**src/design/lsq_pkg.sv**
```systemverilog
package lsq_pkg;

    // rv32i major opcodes
    localparam logic [6:0] op_load  = 7'b0000011;
    localparam logic [6:0] op_store = 7'b0100011;

    // width codes for loads and stores
    localparam logic [2:0] f3_b  = 3'b000;
    localparam logic [2:0] f3_h  = 3'b001;
    localparam logic [2:0] f3_w  = 3'b010;
    localparam logic [2:0] f3_bu = 3'b100;
    localparam logic [2:0] f3_hu = 3'b101;

    typedef struct packed {
        logic [31:0] inst;
        logic [31:0] rs1_rdata;
        logic [31:0] rs2_rdata;
        logic [5:0]  pd_s;
        logic [5:0]  rob_num;
    } dispatch_t;

    typedef struct packed {
        logic [31:0] base;
        logic [31:0] imm;          // already sign-extended
        logic [31:0] store_wdata;
        logic [5:0]  idx;
    } agu_req_t;

    typedef struct packed {
        logic [31:0] addr;
        logic [31:0] store_wdata;
        logic [5:0]  idx;
    } agu_rsp_t;

    typedef struct packed {
        logic        valid;
        logic        addr_ready;
        logic        is_load;
        logic [2:0]  funct3;
        logic [4:0]  rd_s;
        logic [5:0]  pd_s;
        logic [5:0]  rob_num;
        logic [31:0] addr;
        logic [31:0] store_wdata;
    } lsq_entry_t;

    typedef struct packed {
        logic [31:0] addr;         // word aligned
        logic [3:0]  rmask;
        logic [3:0]  wmask;
        logic [31:0] wdata;
    } mem_req_t;

    typedef struct packed {
        logic        valid;
        logic [5:0]  rob_idx;
        logic [5:0]  pd_s;
        logic [4:0]  rd_s;
        logic [31:0] rd_v;
        logic [31:0] addr;
        logic [3:0]  rmask;
        logic [3:0]  wmask;
        logic [31:0] wdata;
    } cdb_t;

endpackage
```
**src/design/memory_queue.sv**
```systemverilog
`timescale 1ns/1ps

module memory_queue #(
    parameter int QUEUE_DEPTH = 16
) (
    input  logic                clk,
    input  logic                rst,
    input  logic                enq_valid,
    input  lsq_pkg::lsq_entry_t enq_entry,
    input  logic                addr_valid,
    input  lsq_pkg::agu_rsp_t   agu_rsp,
    input  logic                commit_valid,
    input  logic [5:0]          commit_rob,
    input  logic                rsp_valid,
    output logic [5:0]          enq_idx,
    output logic                full,
    output logic                req_valid,
    output lsq_pkg::mem_req_t   mem_req,
    output logic                deq_valid,
    output lsq_pkg::lsq_entry_t deq_entry,
    output lsq_pkg::mem_req_t   deq_req
);

    localparam int PTR_W = $clog2(QUEUE_DEPTH);

    lsq_pkg::lsq_entry_t slots [QUEUE_DEPTH];
    lsq_pkg::lsq_entry_t head_entry;

    logic [PTR_W:0] head;   // msb is the wrap bit
    logic [PTR_W:0] tail;
    logic           busy;   // request out and response pending
    logic [1:0]     lane;
    logic [3:0]     mask;

    assign enq_idx    = 6'(tail[PTR_W-1:0]);
    assign full       = (head[PTR_W-1:0] == tail[PTR_W-1:0]) && (head[PTR_W] != tail[PTR_W]);
    assign head_entry = slots[head[PTR_W-1:0]];
    assign lane       = head_entry.addr[1:0];

    // oldest entry may go once the rob retires it
    assign req_valid = head_entry.valid && head_entry.addr_ready && !busy &&
                       commit_valid && (head_entry.rob_num == commit_rob);

    always_comb begin
        case (head_entry.funct3[1:0])
            2'b00:   mask = 4'b0001 << lane;
            2'b01:   mask = 4'b0011 << lane;
            default: mask = 4'b1111;
        endcase
    end

    always_comb begin
        mem_req.addr  = {head_entry.addr[31:2], 2'b00};
        mem_req.rmask = head_entry.is_load ? mask : 4'b0000;
        mem_req.wmask = head_entry.is_load ? 4'b0000 : mask;
        if (head_entry.is_load) begin
            mem_req.wdata = '0;
        end else begin
            mem_req.wdata = head_entry.store_wdata << {lane, 3'b000};
        end
    end

    always_ff @(posedge clk) begin
        if (rst) begin
            head <= '0;
            tail <= '0;
            busy <= 1'b0;
            for (int i = 0; i < QUEUE_DEPTH; i++) begin
                slots[i].valid <= 1'b0;
            end
        end else begin
            if (addr_valid) begin
                slots[agu_rsp.idx[PTR_W-1:0]].addr        <= agu_rsp.addr;
                slots[agu_rsp.idx[PTR_W-1:0]].store_wdata <= agu_rsp.store_wdata;
                slots[agu_rsp.idx[PTR_W-1:0]].addr_ready  <= 1'b1;
            end
            if (rsp_valid) begin
                slots[head[PTR_W-1:0]].valid <= 1'b0;
                head <= head + 1'b1;
            end
            if (enq_valid) begin
                slots[tail[PTR_W-1:0]] <= enq_entry;
                tail <= tail + 1'b1;
            end
            if (rsp_valid) begin
                busy <= 1'b0;
            end else if (req_valid) begin
                busy <= 1'b1;
            end
        end
    end

    // kept for the result stage
    always_ff @(posedge clk) begin
        if (req_valid) begin
            deq_req <= mem_req;
        end
    end

    assign deq_valid = rsp_valid;
    assign deq_entry = head_entry;

    a_no_enq_full: assert property (@(posedge clk) disable iff (rst)
        enq_valid |-> !full)
        else $error("dispatch while queue full");

    a_wb_valid_slot: assert property (@(posedge clk) disable iff (rst)
        addr_valid |-> slots[agu_rsp.idx[PTR_W-1:0]].valid)
        else $error("address writeback to empty slot");

    a_rsp_after_req: assert property (@(posedge clk) disable iff (rst)
        rsp_valid |-> busy)
        else $error("memory response without request");

endmodule

```
**config.mk**
```make
export PLATFORM = sky130hd
export DESIGN_NAME = memory_queue
export DESIGN_NICKNAME = d
export VERILOG_FILES = /design/src/design/lsq_pkg.sv /design/src/design/memory_queue.sv
export SDC_FILE = /design/constraint.sdc
export NUM_CORES = 2
export LEC_CHECK = 0
export ABC_AREA = 0
export BUFFER_PORTS_ARGS = -buffer_cell sky130_fd_sc_hd__buf_2
export CELL_PAD_IN_SITES_DETAIL_PLACEMENT = 0
export CELL_PAD_IN_SITES_GLOBAL_PLACEMENT = 2
export CORE_MARGIN = 4
export CORE_UTILIZATION = 43
export CTS_BUF_LIST = sky130_fd_sc_hd__clkbuf_8
export CTS_CLUSTER_SIZE = 10
export DETAILED_ROUTE_END_ITERATION = 8
export GPL_ROUTABILITY_DRIVEN = 0
export HOLD_SLACK_MARGIN = 0.1
export PLACE_DENSITY_LB_ADDON = 0.1
export SETUP_SLACK_MARGIN = 0.5
export SLEW_MARGIN = 15
export SYNTH_ARGS = -nofsm -noshare
export SYNTH_HDL_FRONTEND = slang
export SYNTH_SLANG_ARGS = --single-unit
```
**constraint.sdc**
```tcl
create_clock -name clk -period 6.3 [get_ports clk]
set_input_delay 0 -clock clk [delete_from_list [all_inputs] [get_ports clk]]
set_output_delay 0 -clock clk [all_outputs]
set_load 0.01 [all_outputs]
```
==> reports/qor.yml <==
path_clk_slew_ns: 0.06
relSlewSlack_pct: 19.9
via_per_inst: 5.70
drt_iter0_drc: 4368
pre_cts_ws_ns: 1.88
ir_drop_uv: 239
gr-total-overflow: 0
crit_slowest_cell: "dlygate4sd3_1"
fin_ws_ns: 0.868
vias: 42700
drv_cap: 0
synth-seq-area-share_pct: 63.4
crit_fanout: 50
holdWs_ns: 0.157
synth_compound_area_share_pct: 0.841
synthAdderAreaFrac_pct: 0.144
die-height_um: 410
placed_cells: 6584
fillers: 13500
first_pass_iters: 6
yosys.area.top_type_share_pct: 62.5
die-area_um2: 168000
layout_common_cells: "1446 x edfxtp_1, 1000 x nand2_1, 709 x mux2_2"
wirelength_um: 230000
ys.flop_type: "edfxtp_1"
synth-seq-cells: 1477
wl_per_cell_um: 30.7
initial_core_util_pct: 43.3
final_common_cell: "edfxtp_1"
setup-violations-final: 0
drive_gt1_share_pct: 37.0
cts_max_level: 5
yosys.area.top_type: "edfxtp_1"
min_period_ns: 5.43
finalCoreUtilization_pct: 51.3
yosysWarnings: 0
crit_family: "buffers and inverters"
critical_path_arrival_ns: 6.04
status: "finished clean"
postCtsSetupRepairBufs: 0
seq_area_um2: 44100
cp.required_ns: 6.91
path_cells: "buf_4 > mux2i_1 > xnor2_1 > mux2i_1 > dlygate4sd3_1 > and3_4 > dlygate4sd3_1"
ant_nets: 0
hold_path.class: "input port to register"
syn_area_um2: 69500
endpoint_kind: "register"
synthArstFlopShare_pct: 0
pin_count: 409
hpwl_um: 115000
synth_edf_count: 1446
synth_top_family_by_area: "multiplexers"
postPlaceCellArea_um2: 73200
avgSynthCellArea_um2: 15.9
fin_tns_setup_ns: 0
portBuffers: 400
yosys.area_share.xor_xnor_pct: 0.303
period_share_pct: 86.2
rsz0062_at_grt: "false"
cts.sinks: 1477
grt_pass1_wl_um: 328000
hold_violations: 0
cpPeakStageDelay_ns: 1.25
slew_violations: 0
max_slew.worst_pin.slew_ns: 1.20
crit_buf_inv: 3
fin_cells: 7487
yosys.area_share.simple_pct: 6.17
p_total_mw: 21.9
drc_errors: 0
die_w_um: 410
grt_max_degree: 107
cts_tree: "built"
finClkSkew_ns: 0.0577
grt_antenna_before_repair: 15
cts_buffers: 282
clk_latency_ns: 1.01
stdcell_area_um2: 82300
p_leak_nw: 28.8
criticalPathCategory: "register to register"
syn_inst: 4367
max_freq_mhz: 184
cts_resized: 0
core_area_um2: 161000
grtUsageTotal_pct: 27.1
ys_types: 49
synth_mux_area_share_pct: 26.1
cts-root-buf: "clkbuf_8"
grt_pass1_vias: 44000
p_per_area_nw_per_um2: 267
nNetsFinal: 5326
cp-start-kind: "register"
ys_top_cells_by_area: "edfxtp_1 63%, mux4_2 13%, mux2_2 11%"
rows: 147
clk_path_buf_depth: 4
area_delta_synth_final_pct: 18.6
multi_input_area_um2: 23600
-- synth_stat cells, drive strengths merged, types with 9 or more instances --
master  number
xor2        17
o21ai       18
a21oi       30
a211oi       9
buf        175
mux2       710
clkbuf     261
edfxtp    1446
mux2i       70
nor2        56
o22ai       10
mux4       418
and2         9
inv         24
nand2     1003
o22a        15
dfxtp       31
-- repair_timing --
item	CTS	global route
endpoints found under the hold margin	1925	0
hold buffers	441	0
endpoints found under the setup margin	0	0
-- power by group --
part	internal (mW)	switching (mW)	total (mW)
Combinational	1.19	1.34	2.53
Sequential	11.0	0.0832	11.1
Clock	4.30	4.05	8.35
Total	16.5	5.47	21.9
-- per-layer routing --
layer / share of wire, % / global-route usage [%]
met1: 43 / 37.3
met2: 49 / 45.3
met3: 5.8 / 4.16
met4: 2.3 / 7.02
met5: 0.0091 / 0
-- area by class of cell --
type | count | share of cell area [%]
clock buffer | 291 | 4.86
multi-input combinational | 2434 | 28.6
tap | 2160 | 3.28
inverter | 25 | 0.214
timing repair buffer | 929 | 8.67
clock inverter | 161 | 0.830
antenna | 10 | 0.0304
sequential | 1477 | 53.5
-- path summary, 6_finish.rpt --
| kind | from | endpoint | slack (ns) | depth (start not counted) |
|---|---|---|---|---|
| max | register | deq_req[42] | 0.87 | 7 |
| min | commit_rob[0] | deq_req[70] | 0.16 | 4 |
| max reg2reg | register | deq_req[42] | 0.87 | 7 |
| min reg2reg | slots[2][85] | slots[2][85] | 0.46 | 1 |
-- cell families (layout without fill, tap and decap cells) --
group,Yosys count,after routing
AOI/OAI and AO/OA,90,90
xor gates and xnor gates,24,24
adders and majority gates,8,8
buffers and inverters,461,1406
DFF,1477,1477
muxes,1198,1198
other,1,16
and+or+nand+nor,1108,1108
-- worst register-to-register path, stage by stage, from the launching register on --
cell	delay, ns
dfxtp_4	1.00
buf_4	0.77
mux2i_1	0.36
xnor2_1	0.14
mux2i_1	0.15
dlygate4sd3_1	0.58
and3_4	0.75
dlygate4sd3_1	1.27
-- registers in the layout, summed over array words and instances (netlist names), named ones only --
name	flops
slots	1392
busy	1
deq_req	70
head	5
tail	5
(Power assumes the default switching activity.)
