`src/design/lsq_pkg.sv`:
```
package lsq_pkg;

    // rv32i major opcodes
    localparam logic [6:0] op_load  = 7'b0000011;
    localparam logic [6:0] op_store = 7'b0100011;

    // width codes for loads and stores
    localparam logic [2:0] f3_b  = 3'b000;
    localparam logic [2:0] f3_h  = 3'b001;
    localparam logic [2:0] f3_w  = 3'b010;
    localparam logic [2:0] f3_bu = 3'b100;
    localparam logic [2:0] f3_hu = 3'b101;

    typedef struct packed {
        logic [31:0] inst;
        logic [31:0] rs1_rdata;
        logic [31:0] rs2_rdata;
        logic [5:0]  pd_s;
        logic [5:0]  rob_num;
    } dispatch_t;

    typedef struct packed {
        logic [31:0] base;
        logic [31:0] imm;          // already sign-extended
        logic [31:0] store_wdata;
        logic [5:0]  idx;
    } agu_req_t;

    typedef struct packed {
        logic [31:0] addr;
        logic [31:0] store_wdata;
        logic [5:0]  idx;
    } agu_rsp_t;

    typedef struct packed {
        logic        valid;
        logic        addr_ready;
        logic        is_load;
        logic [2:0]  funct3;
        logic [4:0]  rd_s;
        logic [5:0]  pd_s;
        logic [5:0]  rob_num;
        logic [31:0] addr;
        logic [31:0] store_wdata;
    } lsq_entry_t;

    typedef struct packed {
        logic [31:0] addr;         // word aligned
        logic [3:0]  rmask;
        logic [3:0]  wmask;
        logic [31:0] wdata;
    } mem_req_t;

    typedef struct packed {
        logic        valid;
        logic [5:0]  rob_idx;
        logic [5:0]  pd_s;
        logic [4:0]  rd_s;
        logic [31:0] rd_v;
        logic [31:0] addr;
        logic [3:0]  rmask;
        logic [3:0]  wmask;
        logic [31:0] wdata;
    } cdb_t;

endpackage
```
`src/design/mem_result.sv`:
```
`timescale 1ns/1ps

module mem_result (
    input  logic                clk,
    input  logic                rst,
    input  logic                deq_valid,
    input  lsq_pkg::lsq_entry_t deq_entry,
    input  lsq_pkg::mem_req_t   deq_req,
    input  logic [31:0]         rdata,
    output lsq_pkg::cdb_t       cdb
);

    logic [1:0]    lane;
    logic [7:0]    byte_v;
    logic [15:0]   half_v;
    logic [31:0]   load_v;
    logic [31:0]   byte_en;
    lsq_pkg::cdb_t rec;

    assign lane   = deq_entry.addr[1:0];
    assign byte_v = rdata[8*lane +: 8];
    assign half_v = rdata[16*lane[1] +: 16];

    always_comb begin
        case (deq_entry.funct3)
            lsq_pkg::f3_b:  load_v = {{24{byte_v[7]}}, byte_v};
            lsq_pkg::f3_bu: load_v = {24'd0, byte_v};
            lsq_pkg::f3_h:  load_v = {{16{half_v[15]}}, half_v};
            lsq_pkg::f3_hu: load_v = {16'd0, half_v};
            default:        load_v = rdata;
        endcase
    end

    always_comb begin
        for (int b = 0; b < 4; b++) begin
            byte_en[8*b +: 8] = {8{deq_req.wmask[b]}};
        end
        rec.valid   = 1'b1;
        rec.rob_idx = deq_entry.rob_num;
        rec.pd_s    = deq_entry.pd_s;
        rec.rd_s    = deq_entry.rd_s;
        rec.rd_v    = deq_entry.is_load ? load_v : 32'd0;
        rec.addr    = deq_req.addr;
        rec.rmask   = deq_req.rmask;
        rec.wmask   = deq_req.wmask;
        rec.wdata   = deq_req.wdata & byte_en;   // only the written lanes
    end

    always_ff @(posedge clk) begin
        if (rst) begin
            cdb.valid <= 1'b0;
        end else if (deq_valid) begin
            cdb <= rec;
        end else begin
            cdb.valid <= 1'b0;
        end
    end

endmodule

```
`config.mk`:
```
export PLATFORM = sky130hd
export DESIGN_NAME = mem_result
export DESIGN_NICKNAME = d
export VERILOG_FILES = /design/src/design/lsq_pkg.sv /design/src/design/mem_result.sv
export SDC_FILE = /design/constraint.sdc
export NUM_CORES = 1
export LEC_CHECK = 0
export ABC_AREA = 1
export BUFFER_PORTS_ARGS = -buffer_cell sky130_fd_sc_hd__buf_2
export CAP_MARGIN = 10
export CORE_UTILIZATION = 30
export DETAILED_ROUTE_END_ITERATION = 16
export PLACE_DENSITY = 0.68
export SETUP_SLACK_MARGIN = 0.1
export SYNTH_ARGS = -nofsm -noshare
export SYNTH_HDL_FRONTEND = slang
export SYNTH_SLANG_ARGS = --single-unit
```
`constraint.sdc`:
```
create_clock -name clk -period 7.35 [get_ports clk]
set_input_delay 1.47 -clock clk [delete_from_list [all_inputs] [get_ports clk]]
set_output_delay 1.47 -clock clk [all_outputs]
set_load 0.02 [all_outputs]
```
==> Implementation_results.wiki <==
{| class="wikitable"
! Metric !! Value
|-
| Result of the run || finished, final reports clean
|-
| Mux share of post-synthesis cell area || 0%
|-
| Most common library cell in the layout ignoring fill and taps || sky130_fd_sc_hd__buf_2
|-
| Clock H-tree levels || 4
|-
| Data required time at the worst endpoint || 7.52 ns
|-
| Top cell family by delay on the critical path || simple AND/OR/NAND/NOR gates
|-
| DR pass1 iterations || 4
|-
| Global-route wire length before repair || 19.8 mm
|-
| Half-perimeter wire length after detailed placement || roughly 10 mm
|-
| Crit path DAT || between 2 and 3 ns
|-
| Post-synthesis share of cell area spent on xor and xnor gates || 0%
|-
| Worst hold stages || 1
|-
| Count of buffer and inverter cells on the critical path || 3
|-
| Worst path slowest cell || sky130_fd_sc_hd__buf_2
|-
| Final total negative setup slack || 0 ns
|-
| CP dominant cell by count || sky130_fd_sc_hd__nand2_1
|-
| Proportion of layout cells with a drive suffix above 1 || 47.8%
|-
| Shortest clock period the worst path allows after layout || roughly 2.7 ns
|-
| Average cell area after synthesis || about 13 um^2
|-
| Maximum clock insertion buffer count || 2
|-
| Hold Crit Start || deq_entry[77]
|-
| Clock sink count || between 100 and 150
|-
| Count of antenna-violating nets left after detailed routing || 0
|-
| Max reg flops || about 120
|-
| Initial standard-cell utilization of the core || 31.2%
|-
| Synthesized area || approximately 0.0050 mm^2
|-
| Unrepaired setup endpoints after global routing || false
|-
| Proportion of synthesized chip area in sequential cells || 73.0%
|-
| Type of the worst setup path || input pin to flip-flop
|-
| Static leakage power || 3.39 nW
|-
| Yosys reg bits || between 100 and 150
|-
| Post-route clock period utilization || a little under two fifths
|-
| Count of instances resized after the clock tree is built || 0
|-
| Type of element launching the critical path || input pin
|-
| Post-layout total power || 0.00194 W
|-
| Number of global-route vias before repair || around 3.7k
|-
| Total power divided by cell area || 275 mW/mm^2
|-
| Via total after detailed routing || ~3.7k
|-
| Height of the die || about 130 um
|-
| Largest stage delay on the critical path || roughly 0.48 ns
|-
| Number of cells on the critical path || 8
|-
| Horizontal extent of the die || between 100 and 150 um
|-
| Area Overhead vs Synth || 41.3%
|-
| Post-Layout Cell Count || 885
|-
| Clock transition at path regs || 0.06 ns
|-
| Crit path cell chain || buf_2 > inv_4 > nand2_1 > nor2_2 > nand2_4 > nand3_1 > nand2_1 > inv_1
|-
| Inserted Clock Buffers || 17
|-
| Via density || 4.21
|-
| DR iter-0 viols || around 230
|-
| Number of max-slew violations in the final report || 0
|-
| Instance count after placement with tap cells included || roughly 850
|-
| Count of buffers from port buffering || approximately 250
|-
| Num rows || between 40 and 50
|-
| Relative slew slack || 47.5%
|-
| Largest family of logic cells by synthesized area || simple AND/OR/NAND/NOR gates
|-
| Largest Register || cdb
|-
| Final design utilization || 44.0%
|-
| Largest voltage drop on the vdd net || 0.000141 V
|-
| Global-route usage over all layers || about 15%
|-
| Gate count after technology mapping || about 400
|-
| Global placer's final weighted congestion || around 0.79
|-
| Post-layout net count || 848
|-
| Simple-Gate Fraction of Synth Area || between 10% and 20%
|-
| Mean routed wirelength per cell || 14.5 um
|-
| Fmax || between 300 and 400 MHz
|-
| Share of the synthesized area in compound gates (AO/OA/AOI/OAI) || approximately 3.9%
|-
| Grt ovf || 0
|-
| Count of distinct cell types in the synthesized netlist || 25
|-
| Share of synthesized cell area in full adder, half adder and majority cells || 0%
|-
| Area share of the largest cell type after synthesis || between 70% and 80%
|-
| IO Count || between 300 and 400
|-
| DRC violation count after routing || 0
|-
| Antenna violations before repair || 3
|-
| CTS Root Cell || sky130_fd_sc_hd__clkbuf_16
|-
| Number of hold violations in the final report || 0
|-
| Die Outline Area || 0.0172 mm^2
|-
| Overall routed net length || 12.9 mm
|-
| Biggest registers after layout || cdb: 122 flops
|-
| Largest net degree at the start of global routing || 67
|-
| CTS Hold Bufs || 0
|-
| Capture endpoint of the worst hold path || cdb[105]$_DFFE_PP_
|-
| Finish-stage setup viols || 0
|-
| Slew at the pin closest to its max-slew limit || 0.788 ns
|-
| Nature of the critical path endpoint || flip-flop
|-
| Most frequent cells in the layout || sky130_fd_sc_hd__buf_2, sky130_fd_sc_hd__edfxtp_1, sky130_fd_sc_hd__nand2_1
|-
| Largest area contributor in the synthesized netlist || sky130_fd_sc_hd__edfxtp_1
|-
| Clock tree from TritonCTS || built
|-
| Max FO, Critical Path || 28
|-
| Nets in the synthesized netlist || just under 600
|-
| Worst min path class || input pin to flip-flop
|-
| Area of the core || about 0.016 mm^2
|-
| Post-CTS setup buffer count || 0
|-
| Total number of yosys warnings || 0
|-
| Leading cell types by total area after synthesis || sky130_fd_sc_hd__edfxtp_1, sky130_fd_sc_hd__nand2_1, sky130_fd_sc_hd__inv_1
|-
| Count of maximum capacitance violations || 0
|}
## where the power goes
group / leakage, nW / switching (W) / internal (W)
Clock: 0.304 / 0.000318 / 0.000574
Sequential: 1.10 / 0.00000996 / 0.000819
Combinational: 1.98 / 0.000148 / 0.0000754
Total: 3.39 / 0.000476 / 0.00147
## metal layers
layer / up-vias / wire, um / GRT usage (%) / part of all wire [%]
met5: - / 13 / 0 / 0.10
met4: 2 / 245 / 5.95 / 1.9
met3: 16 / 1280 / 7.18 / 10
met2: 178 / 6270 / 25.4 / 49
met1: 1704 / 5040 / 17.0 / 39
li1: 1830 / - / - / -
## worst max path at each step
stage / end / startpoint / slack (ns)
after floorplan: cdb[0]$_DFFE_PP_ / deq_valid / 0.14
after global placement: cdb[103]$_SDFFCE_PN0P_ / deq_entry[82] / 4.26
after detailed placement: cdb[103]$_SDFFCE_PN0P_ / deq_entry[82] / 4.23
after CTS: cdb[103]$_SDFFCE_PN0P_ / deq_entry[82] / 4.67
after global routing: cdb[89]$_SDFFCE_PN0P_ / deq_entry[82] / 4.50
final: cdb[103]$_SDFFCE_PN0P_ / deq_entry[82] / 4.62
## synthesized netlist by cell type
master and count:
sky130_fd_sc_hd__a21oi_2 8, sky130_fd_sc_hd__nand2_2 3, sky130_fd_sc_hd__buf_8 2, sky130_fd_sc_hd__clkbuf_1 6, sky130_fd_sc_hd__nor2_4 1, sky130_fd_sc_hd__buf_6 4
sky130_fd_sc_hd__buf_2 5, sky130_fd_sc_hd__nand2_4 4, sky130_fd_sc_hd__nor2_8 1, sky130_fd_sc_hd__nor3_1 4, sky130_fd_sc_hd__nand2_1 100, sky130_fd_sc_hd__edfxtp_1 121
sky130_fd_sc_hd__o21ai_1 3, sky130_fd_sc_hd__a211oi_1 3, sky130_fd_sc_hd__inv_1 65, sky130_fd_sc_hd__nand3_1 14, sky130_fd_sc_hd__nand3_2 13, sky130_fd_sc_hd__o21ai_0 10
sky130_fd_sc_hd__dfxtp_1 1, sky130_fd_sc_hd__a21oi_1 7, sky130_fd_sc_hd__inv_2 1, sky130_fd_sc_hd__nor2_2 1, sky130_fd_sc_hd__nor2_1 19, sky130_fd_sc_hd__nor3b_1 1
sky130_fd_sc_hd__inv_4 2
## through the flow
| step | instance area (um^2) | setup slack [ns] | hold WS [ns] |
|---|---|---|---|
| finish | 7070 | 4.62 | 1.23 |
| global route | 7070 | 4.50 | 1.20 |
| CTS | 7070 | 4.67 | 1.21 |
| detailed placement | 6430 | 4.23 | 1.65 |
| global placement | 6430 | 4.26 | 1.65 |
| floorplan | 5000 | 0.143 | 1.54 |
## cells by family (layout without fill, tap and decap cells)
group           Yosys count  after routing
other cells               0              2
simple gates            161            161
buf+inv                  85            353
compound gates           31             31
flops                   122            122
## cell type report
class	count	area, um^2
Fill cell	1524	8980
Sequential cell	122	3650
Timing Repair Buffer	253	1270
Multi-Input combinational cell	192	976
Clock buffer	17	425
Tap cell	216	270
Inverter	68	260
Clock inverter	15	211
Antenna cell	2	5.00
Power figures use the tool's default switching activity.
