## config.mk

```make
export PLATFORM = sky130hd
export DESIGN_NAME = mem_decode
export DESIGN_NICKNAME = d
export VERILOG_FILES = /design/src/design/lsq_pkg.sv /design/src/design/mem_decode.sv
export SDC_FILE = /design/constraint.sdc
export NUM_CORES = 1
export LEC_CHECK = 0
export ABC_AREA = 0
export BUFFER_PORTS_ARGS = -buffer_cell sky130_fd_sc_hd__buf_2
export CAP_MARGIN = 40
export CORE_AREA = 2 2 118 120
export CTS_CLUSTER_SIZE = 28
export DETAILED_ROUTE_END_ITERATION = 6
export DIE_AREA = 0 0 120 122
export PLACE_DENSITY_LB_ADDON = 0.1
export SLEW_MARGIN = 10
export SYNTH_ARGS = -nofsm -noshare
export SYNTH_HDL_FRONTEND = slang
export SYNTH_SLANG_ARGS = --single-unit
```

## constraint.sdc

```tcl
create_clock -name clk -period 1.7 [get_ports clk]
set_input_delay 0.255 -clock clk [delete_from_list [all_inputs] [get_ports clk]]
set_output_delay 0.255 -clock clk [all_outputs]
set_load 0.05 [all_outputs]
```

## src/design/lsq_pkg.sv

```systemverilog
package lsq_pkg;

    // rv32i major opcodes
    localparam logic [6:0] op_load  = 7'b0000011;
    localparam logic [6:0] op_store = 7'b0100011;

    // width codes for loads and stores
    localparam logic [2:0] f3_b  = 3'b000;
    localparam logic [2:0] f3_h  = 3'b001;
    localparam logic [2:0] f3_w  = 3'b010;
    localparam logic [2:0] f3_bu = 3'b100;
    localparam logic [2:0] f3_hu = 3'b101;

    typedef struct packed {
        logic [31:0] inst;
        logic [31:0] rs1_rdata;
        logic [31:0] rs2_rdata;
        logic [5:0]  pd_s;
        logic [5:0]  rob_num;
    } dispatch_t;

    typedef struct packed {
        logic [31:0] base;
        logic [31:0] imm;          // already sign-extended
        logic [31:0] store_wdata;
        logic [5:0]  idx;
    } agu_req_t;

    typedef struct packed {
        logic [31:0] addr;
        logic [31:0] store_wdata;
        logic [5:0]  idx;
    } agu_rsp_t;

    typedef struct packed {
        logic        valid;
        logic        addr_ready;
        logic        is_load;
        logic [2:0]  funct3;
        logic [4:0]  rd_s;
        logic [5:0]  pd_s;
        logic [5:0]  rob_num;
        logic [31:0] addr;
        logic [31:0] store_wdata;
    } lsq_entry_t;

    typedef struct packed {
        logic [31:0] addr;         // word aligned
        logic [3:0]  rmask;
        logic [3:0]  wmask;
        logic [31:0] wdata;
    } mem_req_t;

    typedef struct packed {
        logic        valid;
        logic [5:0]  rob_idx;
        logic [5:0]  pd_s;
        logic [4:0]  rd_s;
        logic [31:0] rd_v;
        logic [31:0] addr;
        logic [3:0]  rmask;
        logic [3:0]  wmask;
        logic [31:0] wdata;
    } cdb_t;

endpackage
```

## src/design/mem_decode.sv

```systemverilog
`timescale 1ns/1ps

module mem_decode (
    input  logic                clk,
    input  logic                rst,
    input  logic                dispatch_valid,
    input  lsq_pkg::dispatch_t  dispatch,
    input  logic [5:0]          enq_idx,
    output logic                enq_valid,
    output lsq_pkg::lsq_entry_t enq_entry,
    output logic                agu_valid,
    output lsq_pkg::agu_req_t   agu_req
);

    logic [31:0] inst;
    logic [6:0]  opcode;
    logic        is_load;
    logic [31:0] imm;

    assign inst    = dispatch.inst;
    assign opcode  = inst[6:0];
    assign is_load = (opcode == lsq_pkg::op_load);

    always_comb begin
        if (is_load) begin
            imm = {{20{inst[31]}}, inst[31:20]};               // i-type
        end else begin
            imm = {{20{inst[31]}}, inst[31:25], inst[11:7]};   // s-type
        end
    end

    always_comb begin
        enq_valid             = dispatch_valid;
        enq_entry.valid       = 1'b1;
        enq_entry.addr_ready  = 1'b0;
        enq_entry.is_load     = is_load;
        enq_entry.funct3      = inst[14:12];
        enq_entry.rd_s        = is_load ? inst[11:7] : 5'd0;   // stores write no register
        enq_entry.pd_s        = dispatch.pd_s;
        enq_entry.rob_num     = dispatch.rob_num;
        enq_entry.addr        = '0;
        enq_entry.store_wdata = '0;
    end

    always_ff @(posedge clk) begin
        if (rst) begin
            agu_valid <= 1'b0;
        end else begin
            agu_valid <= dispatch_valid;
        end
    end

    // job tagged with the slot the queue hands out this cycle
    always_ff @(posedge clk) begin
        if (dispatch_valid) begin
            agu_req.base        <= dispatch.rs1_rdata;
            agu_req.imm         <= imm;
            agu_req.store_wdata <= dispatch.rs2_rdata;
            agu_req.idx         <= enq_idx;
        end
    end

    a_mem_only: assert property (@(posedge clk) disable iff (rst)
        dispatch_valid |-> (opcode == lsq_pkg::op_load || opcode == lsq_pkg::op_store))
        else $error("non-memory opcode dispatched");

endmodule

```

==> impl_metrics.tcl, run 1 <==
set metrics [dict create \
    ant_nets 0 \
    p_seq_share_pct 42.2 \
    timing.fmax_mhz 612 \
    crit_buf_inv 3 \
    maxCapViolCount 0 \
    hpwl_um 6080 \
    drc 0 \
    final-hold-violation-count 0 \
    routed_wl_um 7770 \
    cp-start-kind "input port" \
    synth_cell_type_count 12 \
    path_cells "buf_2 -> or3_4 -> nor4_4 -> buf_6 -> and2_2 -> buf_4" \
    p_int_w 0.00380 \
    power.density_nw_per_um2 1290 \
    start_util_pct 25.4 \
    combinationalPowerShare_pct 23.8 \
    antenna_cells 0 \
    wire_per_inst_um 13.6 \
    grt_max_degree 37 \
    clockRootBuffer "clkbuf_16" \
    die-area_um2 14600 \
    io_pins 308 \
    status "complete, no violations" \
    num-fill-cells 1373 \
    vias 1982 \
    period_share_pct 96.1 \
    clk_pin_slew_ns 0.06 \
    antenna_found_initial 0 \
    final_common_cell "buf_2" \
    grt_pass1_vias 1903 \
    netlist_area_um2 3430 \
    hp-class "input port to flop" \
    synth.avg_cell_area_um2 16.9 \
    core_um2 13500 \
    cts_buffers 9 \
    gr-total-overflow 0 \
    cts_max_path_buffers 2 \
    crit_type "input port to output pin" \
    die_h_um 122 \
    grt_usage_pct 10.2 \
    yosys_warnings 0 \
    finalSetupViolCount 0 \
    fp-row-count 43 \
    grt_pass1_wl_um 10600 \
    slew_viol_final 0 \
    synthCells 203 \
    end_kind "output pin" \
    ys_seq_area_share_pct 72.5 \
    cts_max_level 3 \
    power.leakage_nw 2.08 \
    crit_fanout 8 \
    area_growth_pct 32.5 \
    viasPerCell 3.48 \
    postLayoutCoreUtil_pct 33.6 \
    layout.cells.non_filler 569 \
    gp_congestion 0.673 \
    cts_num_sinks 83 \
    layout_common_cells "200 x buf_2, 82 x edfxtp_1, 66 x conb_1" \
    peakVddDrop_mv 0.513 \
    cts_tree "done" \
    drt_iter0_markers 54 \
    drt_first_pass_iters 4 \
    die_x_um 120 \
    crit_required_ns 1.44 \
    synth-seq-cells 83 \
    port_buffers 206 \
    final_nets 501 \
    swShare_pct 35.0 \
    place_inst 553 \
    cts_setup_buffers 0 \
    drive_gt1_share_pct 60.9 \
    cpPeakStageDelay_ns 0.38 \
    slowest_stage "or3_4" \
    power.switching_w 0.00204 \
    critPathTopFamily "simple AND/OR/NAND/NOR gates" \
    ctsHoldBuffers 0 \
    clkPwrFrac_pct 33.9 \
    timing.final.crit_period_ns 1.63 \
    crit_arrival_ns 1.38 \
]
## registers in the layout (all words and copies together) (netlist names)
signal and cells:
agu_req 82, agu_valid 1
## worst paths after layout
kind | from | cells after the start | to
hold / removal | rst | 2 | agu_valid
setup / recovery | dispatch[81] | 6 | enq_entry[78]
## power by group through the flow
stage               logic [W]  registers (W)  clock network [W]
CTS                   0.00140        0.00247            0.00206
floorplan            0.000740        0.00309                  0
finish                0.00139        0.00247            0.00198
global placement      0.00140        0.00251                  0
global route          0.00145        0.00248            0.00214
detailed placement    0.00140        0.00251                  0
## repair_timing
action / in CTS / in global routing
gates resized for setup: 5 / 5
setup endpoints to repair: 5 / 5
pin swaps: 0 / 0
## per-layer routing
layer	global-route usage [%]	vias to the layer above	wire length (µm)
li1	-	896	-
met1	9.93	893	2450
met2	17.4	175	4130
met3	4.26	18	957
met4	7.35	0	227
met5	0	-	0
## area by class of cell
cell class,count,area (µm²),area share [%]
well taps,180,225,4.96
clock buffers,9,225,4.96
multi-input cells,80,399,8.79
flip-flops and latches,83,2480,54.7
clock inverters,7,75.1,1.65
repair buffers,210,1130,24.9
## logic make-up (layout without fill, tap and decap cells)
family                 after synthesis  count (layout)  share of synthesized area [%]
buffers and inverters              104             226                           22.9
flip-flops                          83              83                           72.5
AND/OR/NAND/NOR                      9               9                           2.34
multiplexers                         5               5                           2.08
other                                2              66                          0.219
## synthesized netlist by cell type
master	instances	share of area [%]
or3_4	1	0.33
nand2_1	1	0.11
conb_1	2	0.22
buf_6	1	0.33
edfxtp_1	82	72
nor4_4	1	0.62
mux2_4	4	1.8
nor2b_1	1	0.18
dfxtp_1	1	0.58
and2_2	5	1.1
mux2_2	1	0.33
buf_4	103	23
## through the flow
stage               setup WS, ns  hold slack [ns]  area, µm²  setup TNS [ns]  total power (W)
finish                    0.0661           0.0593       4540               0          0.00584
global route            -0.00539           0.0550       4540        -0.00539          0.00607
CTS                       0.0453           0.0384       4520               0          0.00594
detailed placement       -0.0421            0.414       4210          -0.207          0.00392
global placement         -0.0154            0.413       4210         -0.0612          0.00391
floorplan                  0.166            0.327       3670               0          0.00383
Power figures use the tool's default switching activity.
==> run 2, diff against run 1 <==
==> constraint.sdc (replaced) <==
create_clock -name clk -period 1.7 [get_ports clk]
set_input_delay 0.255 -clock clk [delete_from_list [all_inputs] [get_ports clk]]
set_output_delay 0.255 -clock clk [all_outputs]
set_load 0.005 [all_outputs]
==> impl_metrics.tcl, run 2 (same netlist as run 1, synthesis figures left out) <==
set metrics [dict create \
    port_buffers 206 \
    crit_top_cell "buf_2" \
    clk_pin_slew_ns 0.06 \
    status "complete, no violations" \
    num-fill-cells 1413 \
    start_util_pct 25.4 \
    drc 0 \
    cts_tree "done" \
    grt_pass1_vias 1903 \
    cts_num_sinks 83 \
    final-hold-violation-count 0 \
    rsz0062_at_grt "false" \
    grt_max_degree 44 \
    cts_setup_buffers 0 \
    ant_nets 0 \
    crit_arrival_ns 1.36 \
    antenna_cells 0 \
    cpPeakStageDelay_ns 0.38 \
    gp_congestion 0.663 \
    end_kind "output pin" \
    slew_viol_final 0 \
    peakVddDrop_mv 0.514 \
    fp-row-count 43 \
    io_pins 308 \
    antenna_found_initial 0 \
    clockRootBuffer "clkbuf_16" \
    timing.final.crit_period_ns 1.61 \
    total_power_w 0.00503 \
    finalSetupViolCount 0 \
    gr-total-overflow 0 \
    crit_required_ns 1.44 \
    final_common_cell "buf_2" \
    crit_fanout 10 \
    final_nets 500 \
    cts_buffers 9 \
    grt_usage_pct 9.84 \
    largest_register_ffs 82 \
    die_x_um 120 \
    cts_max_level 3 \
    place_ws_ns -0.0152 \
    setup_slack_ns 0.0882 \
    crit_type "input port to output pin" \
    layout_common_cells "205 x buf_2, 82 x edfxtp_1, 66 x conb_1" \
    power.leakage_nw 2.09 \
    drive_gt1_share_pct 61.1 \
    top_regs "agu_req x82, agu_valid x1" \
    slowest_stage "or3_4" \
    holdPathStages 2 \
    timing.fmax_mhz 620 \
    regMostFlops "agu_req" \
    clkPwrFrac_pct 42.3 \
    area_growth_pct 31.8 \
    min_to "agu_valid" \
    viasPerCell 3.54 \
    vias 2008 \
    die_h_um 122 \
    holdCritStartpoint "rst" \
    hpwl_um 5960 \
    maxCapViolCount 0 \
    path_cells "buf_2 -> or3_4 -> nor4_4 -> buf_6 -> and2_2 -> buf_2" \
    swShare_pct 21.6 \
    p_seq_share_pct 49.0 \
    p_int_w 0.00394 \
    die-area_um2 14600 \
    routed_wl_um 7620 \
    hp-class "input port to flop" \
    wire_per_inst_um 13.4 \
    drt_iter0_markers 25 \
    core_um2 13500 \
    drt_first_pass_iters 3 \
    period_share_pct 94.8 \
    final_area_um2 4520 \
    place_area_um2 4190 \
    cts_max_path_buffers 2 \
    grt_pass1_wl_um 10200 \
    power.switching_w 0.00109 \
    cp-start-kind "input port" \
    power.density_nw_per_um2 1110 \
    combinationalPowerShare_pct 8.7 \
]
[run 2: cell count changes in the layout (fill, tap and decap cells not counted), sizes merged]
cell,before,now
clkinvlp,2,0
inv,3,2
clkinv,1,3
bufinv,1,2
buf,210,209
[run 2: final cells by class]
class | instances | area [µm²] | area share, %
multi-input combinational | 80 | 399 | 8.84
sequential | 83 | 2480 | 55.0
clock buffer | 9 | 225 | 4.99
clock inverter | 7 | 100 | 2.22
tap | 180 | 225 | 4.99
timing repair buffer | 209 | 1080 | 24.0
[run 2: how the worst max path moves through the flow]
| stage | startpoint | to | slack [ns] |
|---|---|---|---|
| final | dispatch[81] | enq_entry[76] | 0.09 |
| after detailed placement | dispatch[81] | agu_req[40] | -0.02 |
| after CTS | dispatch[81] | enq_entry[79] | 0.05 |
| after global routing | dispatch[81] | enq_entry[76] | 0.001 |
| after floorplan | dispatch[81] | agu_req[38] | 0.18 |
| after global placement | dispatch[81] | agu_req[40] | 0.004 |
[run 2: per-layer routing]
layer  global-route usage (%)  up-vias  share of wire [%]
li1                         -      898                  -
met1                     8.78      916                 31
met2                     16.8      174                 52
met3                     4.68       20                 13
met4                     8.16        0                3.8
met5                        0        -                  0
[run 2: repair_timing]
action	4_1_cts	5_1_grt
setup endpoints to repair	0	5
hold buffers	0	0
gates resized for setup	0	1
[run 2: metrics by stage]
stage | hold slack [ns] | utilization (%) | TNS (ns) | std cells
finish | 0.0646 | 33.4 | 0 | 568
CTS | 0.0404 | 33.4 | 0 | 568
global placement | 0.414 | 31.0 | 0 | 552
global route | 0.0504 | 33.4 | 0 | 568
floorplan | 0.327 | - | 0 | 267
detailed placement | 0.418 | 31.0 | -0.0482 | 552
[run 2: critical path: cells and delay by family]
family	cells	cell delay, ns
simple gates	3	0.72
buf+inv	3	0.38
[run 2: power by group through the flow]
stage | sequential (W) | clock [W] | combinational [W]
after detailed placement | 0.00251 | 0 | 0.000446
after floorplan | 0.00254 | 0 | 0.000243
after CTS | 0.00247 | 0.00222 | 0.000447
final | 0.00246 | 0.00213 | 0.000436
after global placement | 0.00251 | 0 | 0.000447
after global routing | 0.00248 | 0.00229 | 0.000488
