`config.mk`:
```
export PLATFORM = sky130hd
export DESIGN_NAME = agu
export DESIGN_NICKNAME = d
export VERILOG_FILES = /design/src/design/lsq_pkg.sv /design/src/design/agu.sv
export SDC_FILE = /design/constraint.sdc
export NUM_CORES = 1
export LEC_CHECK = 0
export BUFFER_PORTS_ARGS = -buffer_cell sky130_fd_sc_hd__buf_2
export CAP_MARGIN = 30
export CORE_ASPECT_RATIO = 1.75
export CORE_MARGIN = 8
export CORE_UTILIZATION = 35
export CTS_CLUSTER_DIAMETER = 60
export DETAILED_ROUTE_END_ITERATION = 12
export PLACE_DENSITY = 0.74
export SLEW_MARGIN = 20
export SYNTH_ARGS = -nofsm -noshare
export SYNTH_HDL_FRONTEND = slang
export SYNTH_SLANG_ARGS = --single-unit
```
`constraint.sdc`:
```
create_clock -name clk -period 2.65 [get_ports clk]
set_input_delay 0.265 -clock clk [delete_from_list [all_inputs] [get_ports clk]]
set_output_delay 0.265 -clock clk [all_outputs]
set_load 0.005 [all_outputs]
```
`src/design/lsq_pkg.sv`:
```
package lsq_pkg;

    // rv32i major opcodes
    localparam logic [6:0] op_load  = 7'b0000011;
    localparam logic [6:0] op_store = 7'b0100011;

    // width codes for loads and stores
    localparam logic [2:0] f3_b  = 3'b000;
    localparam logic [2:0] f3_h  = 3'b001;
    localparam logic [2:0] f3_w  = 3'b010;
    localparam logic [2:0] f3_bu = 3'b100;
    localparam logic [2:0] f3_hu = 3'b101;

    typedef struct packed {
        logic [31:0] inst;
        logic [31:0] rs1_rdata;
        logic [31:0] rs2_rdata;
        logic [5:0]  pd_s;
        logic [5:0]  rob_num;
    } dispatch_t;

    typedef struct packed {
        logic [31:0] base;
        logic [31:0] imm;          // already sign-extended
        logic [31:0] store_wdata;
        logic [5:0]  idx;
    } agu_req_t;

    typedef struct packed {
        logic [31:0] addr;
        logic [31:0] store_wdata;
        logic [5:0]  idx;
    } agu_rsp_t;

    typedef struct packed {
        logic        valid;
        logic        addr_ready;
        logic        is_load;
        logic [2:0]  funct3;
        logic [4:0]  rd_s;
        logic [5:0]  pd_s;
        logic [5:0]  rob_num;
        logic [31:0] addr;
        logic [31:0] store_wdata;
    } lsq_entry_t;

    typedef struct packed {
        logic [31:0] addr;         // word aligned
        logic [3:0]  rmask;
        logic [3:0]  wmask;
        logic [31:0] wdata;
    } mem_req_t;

    typedef struct packed {
        logic        valid;
        logic [5:0]  rob_idx;
        logic [5:0]  pd_s;
        logic [4:0]  rd_s;
        logic [31:0] rd_v;
        logic [31:0] addr;
        logic [3:0]  rmask;
        logic [3:0]  wmask;
        logic [31:0] wdata;
    } cdb_t;

endpackage
```
`src/design/agu.sv`:
```
`timescale 1ns/1ps

module agu (
    input  logic              clk,
    input  logic              rst,
    input  logic              agu_valid,
    input  lsq_pkg::agu_req_t agu_req,
    output logic              addr_valid,
    output lsq_pkg::agu_rsp_t agu_rsp
);

    logic [31:0] sum;

    assign sum = agu_req.base + agu_req.imm;

    always_ff @(posedge clk) begin
        if (rst) begin
            addr_valid <= 1'b0;
        end else begin
            addr_valid <= agu_valid;   // one job per cycle without stall
        end
    end

    always_ff @(posedge clk) begin
        if (agu_valid) begin
            agu_rsp.addr        <= sum;
            agu_rsp.store_wdata <= agu_req.store_wdata;
            agu_rsp.idx         <= agu_req.idx;
        end
    end

endmodule

```
==> flow_summary.yaml, run 1 <==
critical_path:
  path_max_fanout: 4
  cp_slowest_stage_delay_ps: 410
  crit_arrival_ps: 2340
  worstPathRequired_ps: 2730
  path_class: "input pin to flop"
  cp-startpoint: "agu_req[38]"
  timing.critical_path.to_type: "flop"
  crit_chain: "buf_2 > ha_1 > fa_1 > a21o_1 > a31o_1 > nand2_1 > o221ai_1 > a311oi_1 > o21bai_1 > xor2_1"
  cp-start-kind: "input pin"
  crit_path_end: "agu_rsp[64]"
  cp_slowest_cell: "fa_1"
yosys:
  synth.area.top_cells: "edfxtp_1, ha_1, a21oi_1"
  yosysSeqAreaShare_pct: 54.7
  avgSynthCellArea_um2: 12.4
  synth_common_cells: "edfxtp_1, ha_1, a21oi_1"
  synth_edf_count: 70
  syn_area_mm2: 0.00388
  yosys_warnings: 0
  synth_flop_cell: "edfxtp_1"
  syn-num-nets: 449
  syn_inst: 312
  yosysUniqueCellTypes: 53
  yosysTopAreaCell: "edfxtp_1"
  yosysTopAreaCellShare_pct: 54.2
  yosys_register_bits: 71
  synthArstFlopShare_pct: 0
  yosysMostFrequentCell: "edfxtp_1"
die:
  core_region_area_mm2: 0.0110
  placementRows: 51
  chipWidth_um: 95.6
  die_area_mm2: 0.0148
  die_h_um: 155
  ioPinCount: 176
  start_util_pct: 35.3
clocking:
  htree_levels: 3
  postCtsSetupBuffers: 0
  ctsHoldBuffers: 0
  cts.clk_slew.worst_paths_ps: 60
  cts.sinks: 71
  ctsResizeCount: 0
  cts_tree: "built"
  cts-root-buf: "clkbuf_16"
  clockBufferDepth: 2
  cts_buffers: 9
routing:
  dr.pass1.iters: 4
  drt-initial-drc-count: 84
  postRouteAntennaNets: 0
  avgViaCountPerCell: 5.11
  detail_route.wl_per_cell_um: 17.6
  vias: 3259
  drc_errors: 0
  finalWirelength_um: 11200
worst_hold_path:
  whs_path_depth: 2
  hold_path_class: "input pin to flop"
pwr:
  power.density_mw_per_mm2: 634
  power.share.clock_pct: 34.6
  seqPwrFrac_pct: 42.8
  combPwrFrac_pct: 22.6
  leakagePower_uw: 0.00240
  power.switching_uw: 940
  peakVddDrop_mv: 0.432
  internal_power_uw: 2400
  switching_share_pct: 28.1
sta:
  slew_headroom_pct: 65.5
  period_needed_ps: 2260
  final_hold_viol_count: 0
  slew_viol_final: 0
  fmax_mhz: 443
  fin_crit_sh_pct: 85.2
  tns_ps: 0
  setup_viol: 0
  worst_slew_pin_slew_ps: 505
  grt_setup_unrepaired: "no"
placement:
  place_inst: 622
  portBuffers: 175
  routabilityCongestion: 0.822
  detailed_place_hpwl_um: 9220
layout:
  syn_to_final_growth_pct: 36.0
  seq_area_mm2: 0.00212
  nets: 638
  multi_input_area_mm2: 0.00169
  num-fill-cells: 1050
  final_cells: 638
  drive_gt1_share_pct: 41.9
  diodes: 0
run:
  drv_cap: 0
global_route:
  grt_pass1_vias: 3550
  grt_antenna_before_repair: 1
  grt_max_degree: 72
  grt_usage_pct: 14.9
  grt_pass1_wl_um: 17100
  grt_overflow_total: 0
status:
  status: "complete, no violations"
==> worst max-delay path: cells and delay by family <==
family / cells / cell delay [ps]
AOI/OAI and AO/OA: 5 / 1120
adders and majority gates: 2 / 650
xor gates and xnor gates: 1 / 140
buffers and inverters: 1 / 100
and+or+nand+nor: 1 / 70
==> placed cells by master, fill, tap and decap left out, types with 3 or more instances in the layout <==
cell type	instances
nand3_1	10
o21ai_1	7
a21o_1	19
edfxtp_1	70
a21oi_1	29
inv_1	5
buf_2	175
inv_6	4
xnor2_1	13
a211oi_1	3
nor3_1	4
o21ai_0	7
nor2_1	12
buf_4	12
nand4_1	7
nand2_1	19
ha_1	31
clkbuf_16	9
o21bai_1	4
xor2_1	15
a31oi_1	3
==> sequential cells by signal, summed over array words and instances, names as in the netlist <==
| signal | cells |
|---|---|
| agu_rsp | 70 |
| addr_valid | 1 |
==> cells by family (layout without fill, tap and decap cells) <==
family / Yosys count / after routing / share of synthesized area [%]
compound gates: 97 / 97 / 17.9
flops: 71 / 71 / 54.7
simple gates: 66 / 66 / 8.33
fa+ha+maj: 32 / 32 / 10.5
xor+xnor: 28 / 28 / 6.33
buf+inv: 16 / 210 / 1.68
mux: 2 / 2 / 0.516
==> layout make-up <==
type,count,area share [%]
Sequential cell,71,40.3
Multi-Input combinational cell,225,32.0
Timing Repair Buffer,188,18.7
Clock buffer,9,4.27
Tap cell,132,3.13
Clock inverter,7,1.16
Inverter,6,0.427
==> power by group through the flow <==
stage / clock, µW / combinational [µW] / sequential [µW]
after floorplan: 0 / 372 / 1470
after global routing: 1230 / 832 / 1450
final: 1160 / 754 / 1430
after detailed placement: 0 / 756 / 1460
after global placement: 0 / 742 / 1450
after CTS: 1190 / 761 / 1440
==> how the worst min path moves through the flow <==
stage,start,to,slack (ps)
4_1_cts,rst,addr_valid,90
5_1_grt,agu_req[7],agu_rsp[7],90
6_report,rst,addr_valid,100
3_3_place_gp,agu_req[19],agu_rsp[19],440
3_5_place_dp,agu_req[0],agu_rsp[0],440
2_1_floorplan,rst,addr_valid,340
==> stage by stage <==
stage | power, µW | util [%] | cell area, µm² | hold WS (ps) | setup slack [ps]
2_1_floorplan | 1850 | - | 3880 | 337 | 322
3_3_place_gp | 2200 | 45.4 | 4980 | 442 | 80.3
3_5_place_dp | 2210 | 45.4 | 4980 | 444 | 33.5
4_1_cts | 3390 | 48.0 | 5270 | 89.7 | 389
5_1_grt | 3510 | 48.0 | 5270 | 85.2 | 251
6_report | 3340 | 48.0 | 5270 | 96.7 | 391
==> per-layer routing <==
layer | wire (µm) | global-route usage (%)
met5 | 13 | 0
met4 | 345 | 7.44
met3 | 1030 | 4.34
met2 | 6110 | 28.0
met1 | 3710 | 13.8
(Power assumes the default switching activity.)
==> run 2: changes to the inputs <==
Settings changed: PLACE_DENSITY 0.74 to 0.67.
==> flow_summary.yaml, run 2 (same netlist as run 1, synthesis figures left out) <==
status:
  status: "complete, no violations"
pwr:
  leakagePower_uw: 0.00242
  switching_share_pct: 26.3
  power.switching_uw: 899
  peakVddDrop_mv: 0.428
  internal_power_uw: 2510
  seqPwrFrac_pct: 41.9
  power.density_mw_per_mm2: 641
  combPwrFrac_pct: 22.3
  power.share.clock_pct: 35.8
sta:
  tns_ps: 0
  layout_setup_ws_ps: 384
  period_needed_ps: 2270
  worst_slew_pin_slew_ps: 926
  setup_viol: 0
  slew_viol_final: 0
  fin_crit_sh_pct: 85.5
  grt_setup_unrepaired: "no"
  fmax_mhz: 441
  slew_headroom_pct: 38.3
  final_hold_viol_count: 0
critical_path:
  crit_arrival_ps: 2340
  cp-start-kind: "input pin"
  path_buf_inv: 1
  timing.critical_path.to_type: "flop"
  cp_slowest_stage_delay_ps: 360
  path_class: "input pin to flop"
  path_max_fanout: 5
  worstPathRequired_ps: 2730
  path_delay_family: "compound AO/OA/AOI/OAI gates"
  crit_chain: "buf_2 > ha_1 > and3_1 > o211ai_1 > o21bai_4 > a22oi_4 > a31oi_4 > o311a_1 > or3_1"
  cp_slowest_cell: "ha_1"
die:
  chipWidth_um: 95.6
  ioPinCount: 176
  core_region_area_mm2: 0.0110
  die_h_um: 155
  start_util_pct: 35.3
  die_area_mm2: 0.0148
  placementRows: 51
global_route:
  grt_max_degree: 72
  grt_antenna_before_repair: 0
  grt_usage_pct: 14.6
  grt_pass1_vias: 3475
  grt_pass1_wl_um: 16800
  grt_overflow_total: 0
clocking:
  postCtsSetupBuffers: 0
  ctsResizeCount: 0
  cts.clk_slew.worst_paths_ps: 60
  cts_tree: "built"
  cts-root-buf: "clkbuf_16"
  htree_levels: 3
  ctsHoldBuffers: 0
  cts_buffers: 9
  clockBufferDepth: 2
  cts.sinks: 71
layout:
  multi_input_area_mm2: 0.00169
  mostFrequentLayoutCells: "buf_2, edfxtp_1, ha_1, a21oi_1"
  final_cells: 643
  final_common_cell: "buf_2"
  seq_area_mm2: 0.00212
  largest_register_ff_count: 70
  nets: 643
  top_register: "agu_rsp"
  diodes: 0
  syn_to_final_growth_pct: 37.2
  reg_top3: "agu_rsp: 70 flops, addr_valid: 1 flops"
  num-fill-cells: 1057
  drive_gt1_share_pct: 42.5
routing:
  m1WireLength_um: 3810
  avgViaCountPerCell: 5.11
  dr_wl_met3_um: 917
  wl_met2_um: 6040
  detail_route.wl_per_cell_um: 17.3
  drc_errors: 0
  vias: 3284
  finalWirelength_um: 11100
  top_layer: "met4"
  postRouteAntennaNets: 0
  drt-initial-drc-count: 186
  dr.pass1.iters: 4
worst_hold_path:
  hold_path_class: "input pin to flop"
placement:
  place_inst: 627
  routabilityCongestion: 0.857
  detailed_place_hpwl_um: 9010
  portBuffers: 175
  pre_cts_ws_ps: 37.5
run:
  drv_cap: 0
-- run 2: metal layers --
| metal | vias to the layer above | GRT usage, % |
|---|---|---|
| li1 | 1603 | - |
| met1 | 1518 | 14.1 |
| met2 | 141 | 26.9 |
| met3 | 22 | 3.23 |
| met4 | 0 | 8.25 |
| met5 | - | 0 |
-- run 2: path summary, 6_finish.rpt --
| check | slack [ps] | cells after the start | endpoint | startpoint |
|---|---|---|---|---|
| worst max-delay path | 380 | 9 | agu_rsp[69] | agu_req[79] |
| worst min-delay path | 90 | 2 | addr_valid | rst |
-- run 2: layout make-up --
| class | count | share of cell area, % |
|---|---|---|
| Clock buffer | 10 | 4.49 |
| Clock inverter | 6 | 1.27 |
| Inverter | 6 | 0.423 |
| Multi-Input combinational cell | 225 | 31.8 |
| Sequential cell | 71 | 39.9 |
| Tap cell | 132 | 3.11 |
| Timing Repair Buffer | 193 | 19.1 |
-- run 2: per-stage QoR --
step / hold WS [ps] / total power (µW) / cell area [µm²] / utilization [%]
finish: 86.3 / 3410 / 5320 / 48.5
global route: 73.9 / 3570 / 5320 / 48.5
CTS: 73.0 / 3440 / 5320 / 48.5
detailed placement: 426 / 2220 / 5010 / 45.7
global placement: 428 / 2200 / 5010 / 45.7
floorplan: 337 / 1850 / 3880 / -
-- run 2: power by group through the flow --
stage | logic [µW] | registers [µW] | clock network [µW]
after floorplan | 372 | 1470 | 0
after global placement | 750 | 1450 | 0
after detailed placement | 763 | 1450 | 0
after CTS | 767 | 1430 | 1240
after global routing | 836 | 1440 | 1290
final | 760 | 1430 | 1220
==> run 3: changes to the inputs <==
--- a/config.mk
+++ b/config.mk
@@ -12,5 +12,6 @@
 export CORE_UTILIZATION = 35
+export CTS_BUF_LIST = sky130_fd_sc_hd__clkbuf_8
 export CTS_CLUSTER_DIAMETER = 60
 export DETAILED_ROUTE_END_ITERATION = 12
-export PLACE_DENSITY = 0.67
+export PLACE_DENSITY = 0.73
 export SLEW_MARGIN = 20
--- a/constraint.sdc
+++ b/constraint.sdc
@@ -3,2 +3,2 @@
 set_output_delay 0.265 -clock clk [all_outputs]
-set_load 0.005 [all_outputs]
+set_load 0.01 [all_outputs]
==> flow_summary.yaml, run 3 (same netlist as run 1, synthesis figures left out) <==
status:
  status: "complete, no violations"
worst_hold_path:
  min_from: "rst"
  min_to: "addr_valid"
  whs_path_depth: 2
  hold_path_class: "input pin to flop"
die:
  placementRows: 51
  chipWidth_um: 95.6
  start_util_pct: 35.3
  die_area_mm2: 0.0148
  core_region_area_mm2: 0.0110
  die_h_um: 155
  ioPinCount: 176
critical_path:
  path_buf_inv: 1
  cp-start-kind: "input pin"
  worstPathRequired_ps: 2750
  timing.critical_path.to_type: "flop"
  path_delay_family: "compound AO/OA/AOI/OAI gates"
  crit_arrival_ps: 2460
  crit_chain: "buf_2 > ha_1 > a21oi_1 > o21bai_1 > a21oi_1 > nor2_1 > a2111oi_0 > o21ai_0 > or3_1"
  cp_slowest_stage_delay_ps: 600
  path_max_fanout: 2
  crit_path_frequent_cell: "a21oi_1"
  path_class: "input pin to flop"
  cp_slowest_cell: "a2111oi_0"
placement:
  place_inst: 624
  detailed_place_hpwl_um: 9240
  pre_cts_ws_ps: -14.1
  portBuffers: 175
  routabilityCongestion: 0.872
layout:
  syn_to_final_growth_pct: 34.1
  nets: 640
  diodes: 0
  seq_area_mm2: 0.00212
  top_register: "agu_rsp"
  mostFrequentLayoutCells: "buf_2, edfxtp_1, ha_1, a21oi_1"
  num-fill-cells: 1039
  multi_input_area_mm2: 0.00169
  reg_top3: "agu_rsp: 70 flops, addr_valid: 1 flops"
  final_cells: 640
  largest_register_ff_count: 70
  drive_gt1_share_pct: 41.9
  final_util_pct: 47.3
  final_common_cell: "buf_2"
routing:
  m1WireLength_um: 3700
  drt-initial-drc-count: 156
  drc_errors: 0
  dr.pass1.iters: 7
  postRouteAntennaNets: 0
  avgViaCountPerCell: 5.17
  dr_wl_met3_um: 971
  detail_route.wl_per_cell_um: 17.6
  finalWirelength_um: 11200
  wl_met2_um: 6060
  vias: 3307
  top_layer: "met4"
global_route:
  grt_usage_pct: 14.6
  grt_antenna_before_repair: 0
  grt_overflow_total: 0
  grt_pass1_wl_um: 16600
  grt_max_degree: 57
  grt_pass1_vias: 3449
sta:
  slew_viol_final: 0
  tns_ps: 0
  worst_slew_pin_slew_ps: 654
  fin_crit_sh_pct: 89.2
  final_hold_viol_count: 0
  period_needed_ps: 2360
  setup_viol: 0
  slew_headroom_pct: 55.3
  grt_setup_unrepaired: "no"
  fmax_mhz: 423
  layout_setup_ws_ps: 287
clocking:
  cts.sinks: 71
  cts_tree: "built"
  clockBufferDepth: 2
  ctsHoldBuffers: 0
  htree_levels: 3
  ctsResizeCount: 0
  cts-root-buf: "clkbuf_8"
  cts.clk_slew.worst_paths_ps: 80
  postCtsSetupBuffers: 0
  cts_buffers: 9
pwr:
  power.density_mw_per_mm2: 595
  leakagePower_uw: 0.00237
  peakVddDrop_mv: 0.352
run:
  drv_cap: 0
[run 3: power breakdown]
part	total (µW)	switching (µW)	internal (µW)	leakage, µW
registers	1430	32.1	1400	0.000694
logic	808	454	354	0.00158
clock network	854	419	436	0.000101
total	3090	904	2190	0.00237
[run 3: layout make-up]
cell class / instances / share of cell area (%)
Sequential cell: 71 / 40.8
Tap cell: 132 / 3.18
Multi-Input combinational cell: 225 / 32.5
Inverter: 6 / 0.433
Timing Repair Buffer: 190 / 19.3
Clock inverter: 7 / 1.40
Clock buffer: 9 / 2.38
[run 3: metal layers]
layer / up-vias / track usage (%)
li1: 1594 / -
met3: 33 / 3.38
met4: 0 / 9.51
met2: 157 / 26.8
met1: 1523 / 13.8
met5: - / 0
[run 3: worst max path at each step]
stage | start | endpoint | slack [ps] | cells after the start
detailed placement | agu_req[38] | agu_rsp[64] | -10 | 10
CTS | agu_req[38] | agu_rsp[64] | 370 | 10
finish | agu_req[62] | agu_rsp[69] | 290 | 9
global route | agu_req[38] | agu_rsp[64] | 190 | 10
floorplan | agu_req[38] | agu_rsp[64] | 320 | 9
global placement | agu_req[48] | agu_rsp[69] | 80 | 9
[run 3: per-stage QoR]
stage | power, µW | hold WS [ps] | area, µm²
3_3_place_gp | 2250 | 442 | 5000
3_5_place_dp | 2270 | 443 | 5000
5_1_grt | 3260 | 54.3 | 5200
4_1_cts | 3130 | 58.1 | 5200
2_1_floorplan | 1900 | 337 | 3880
6_report | 3090 | 77.9 | 5200
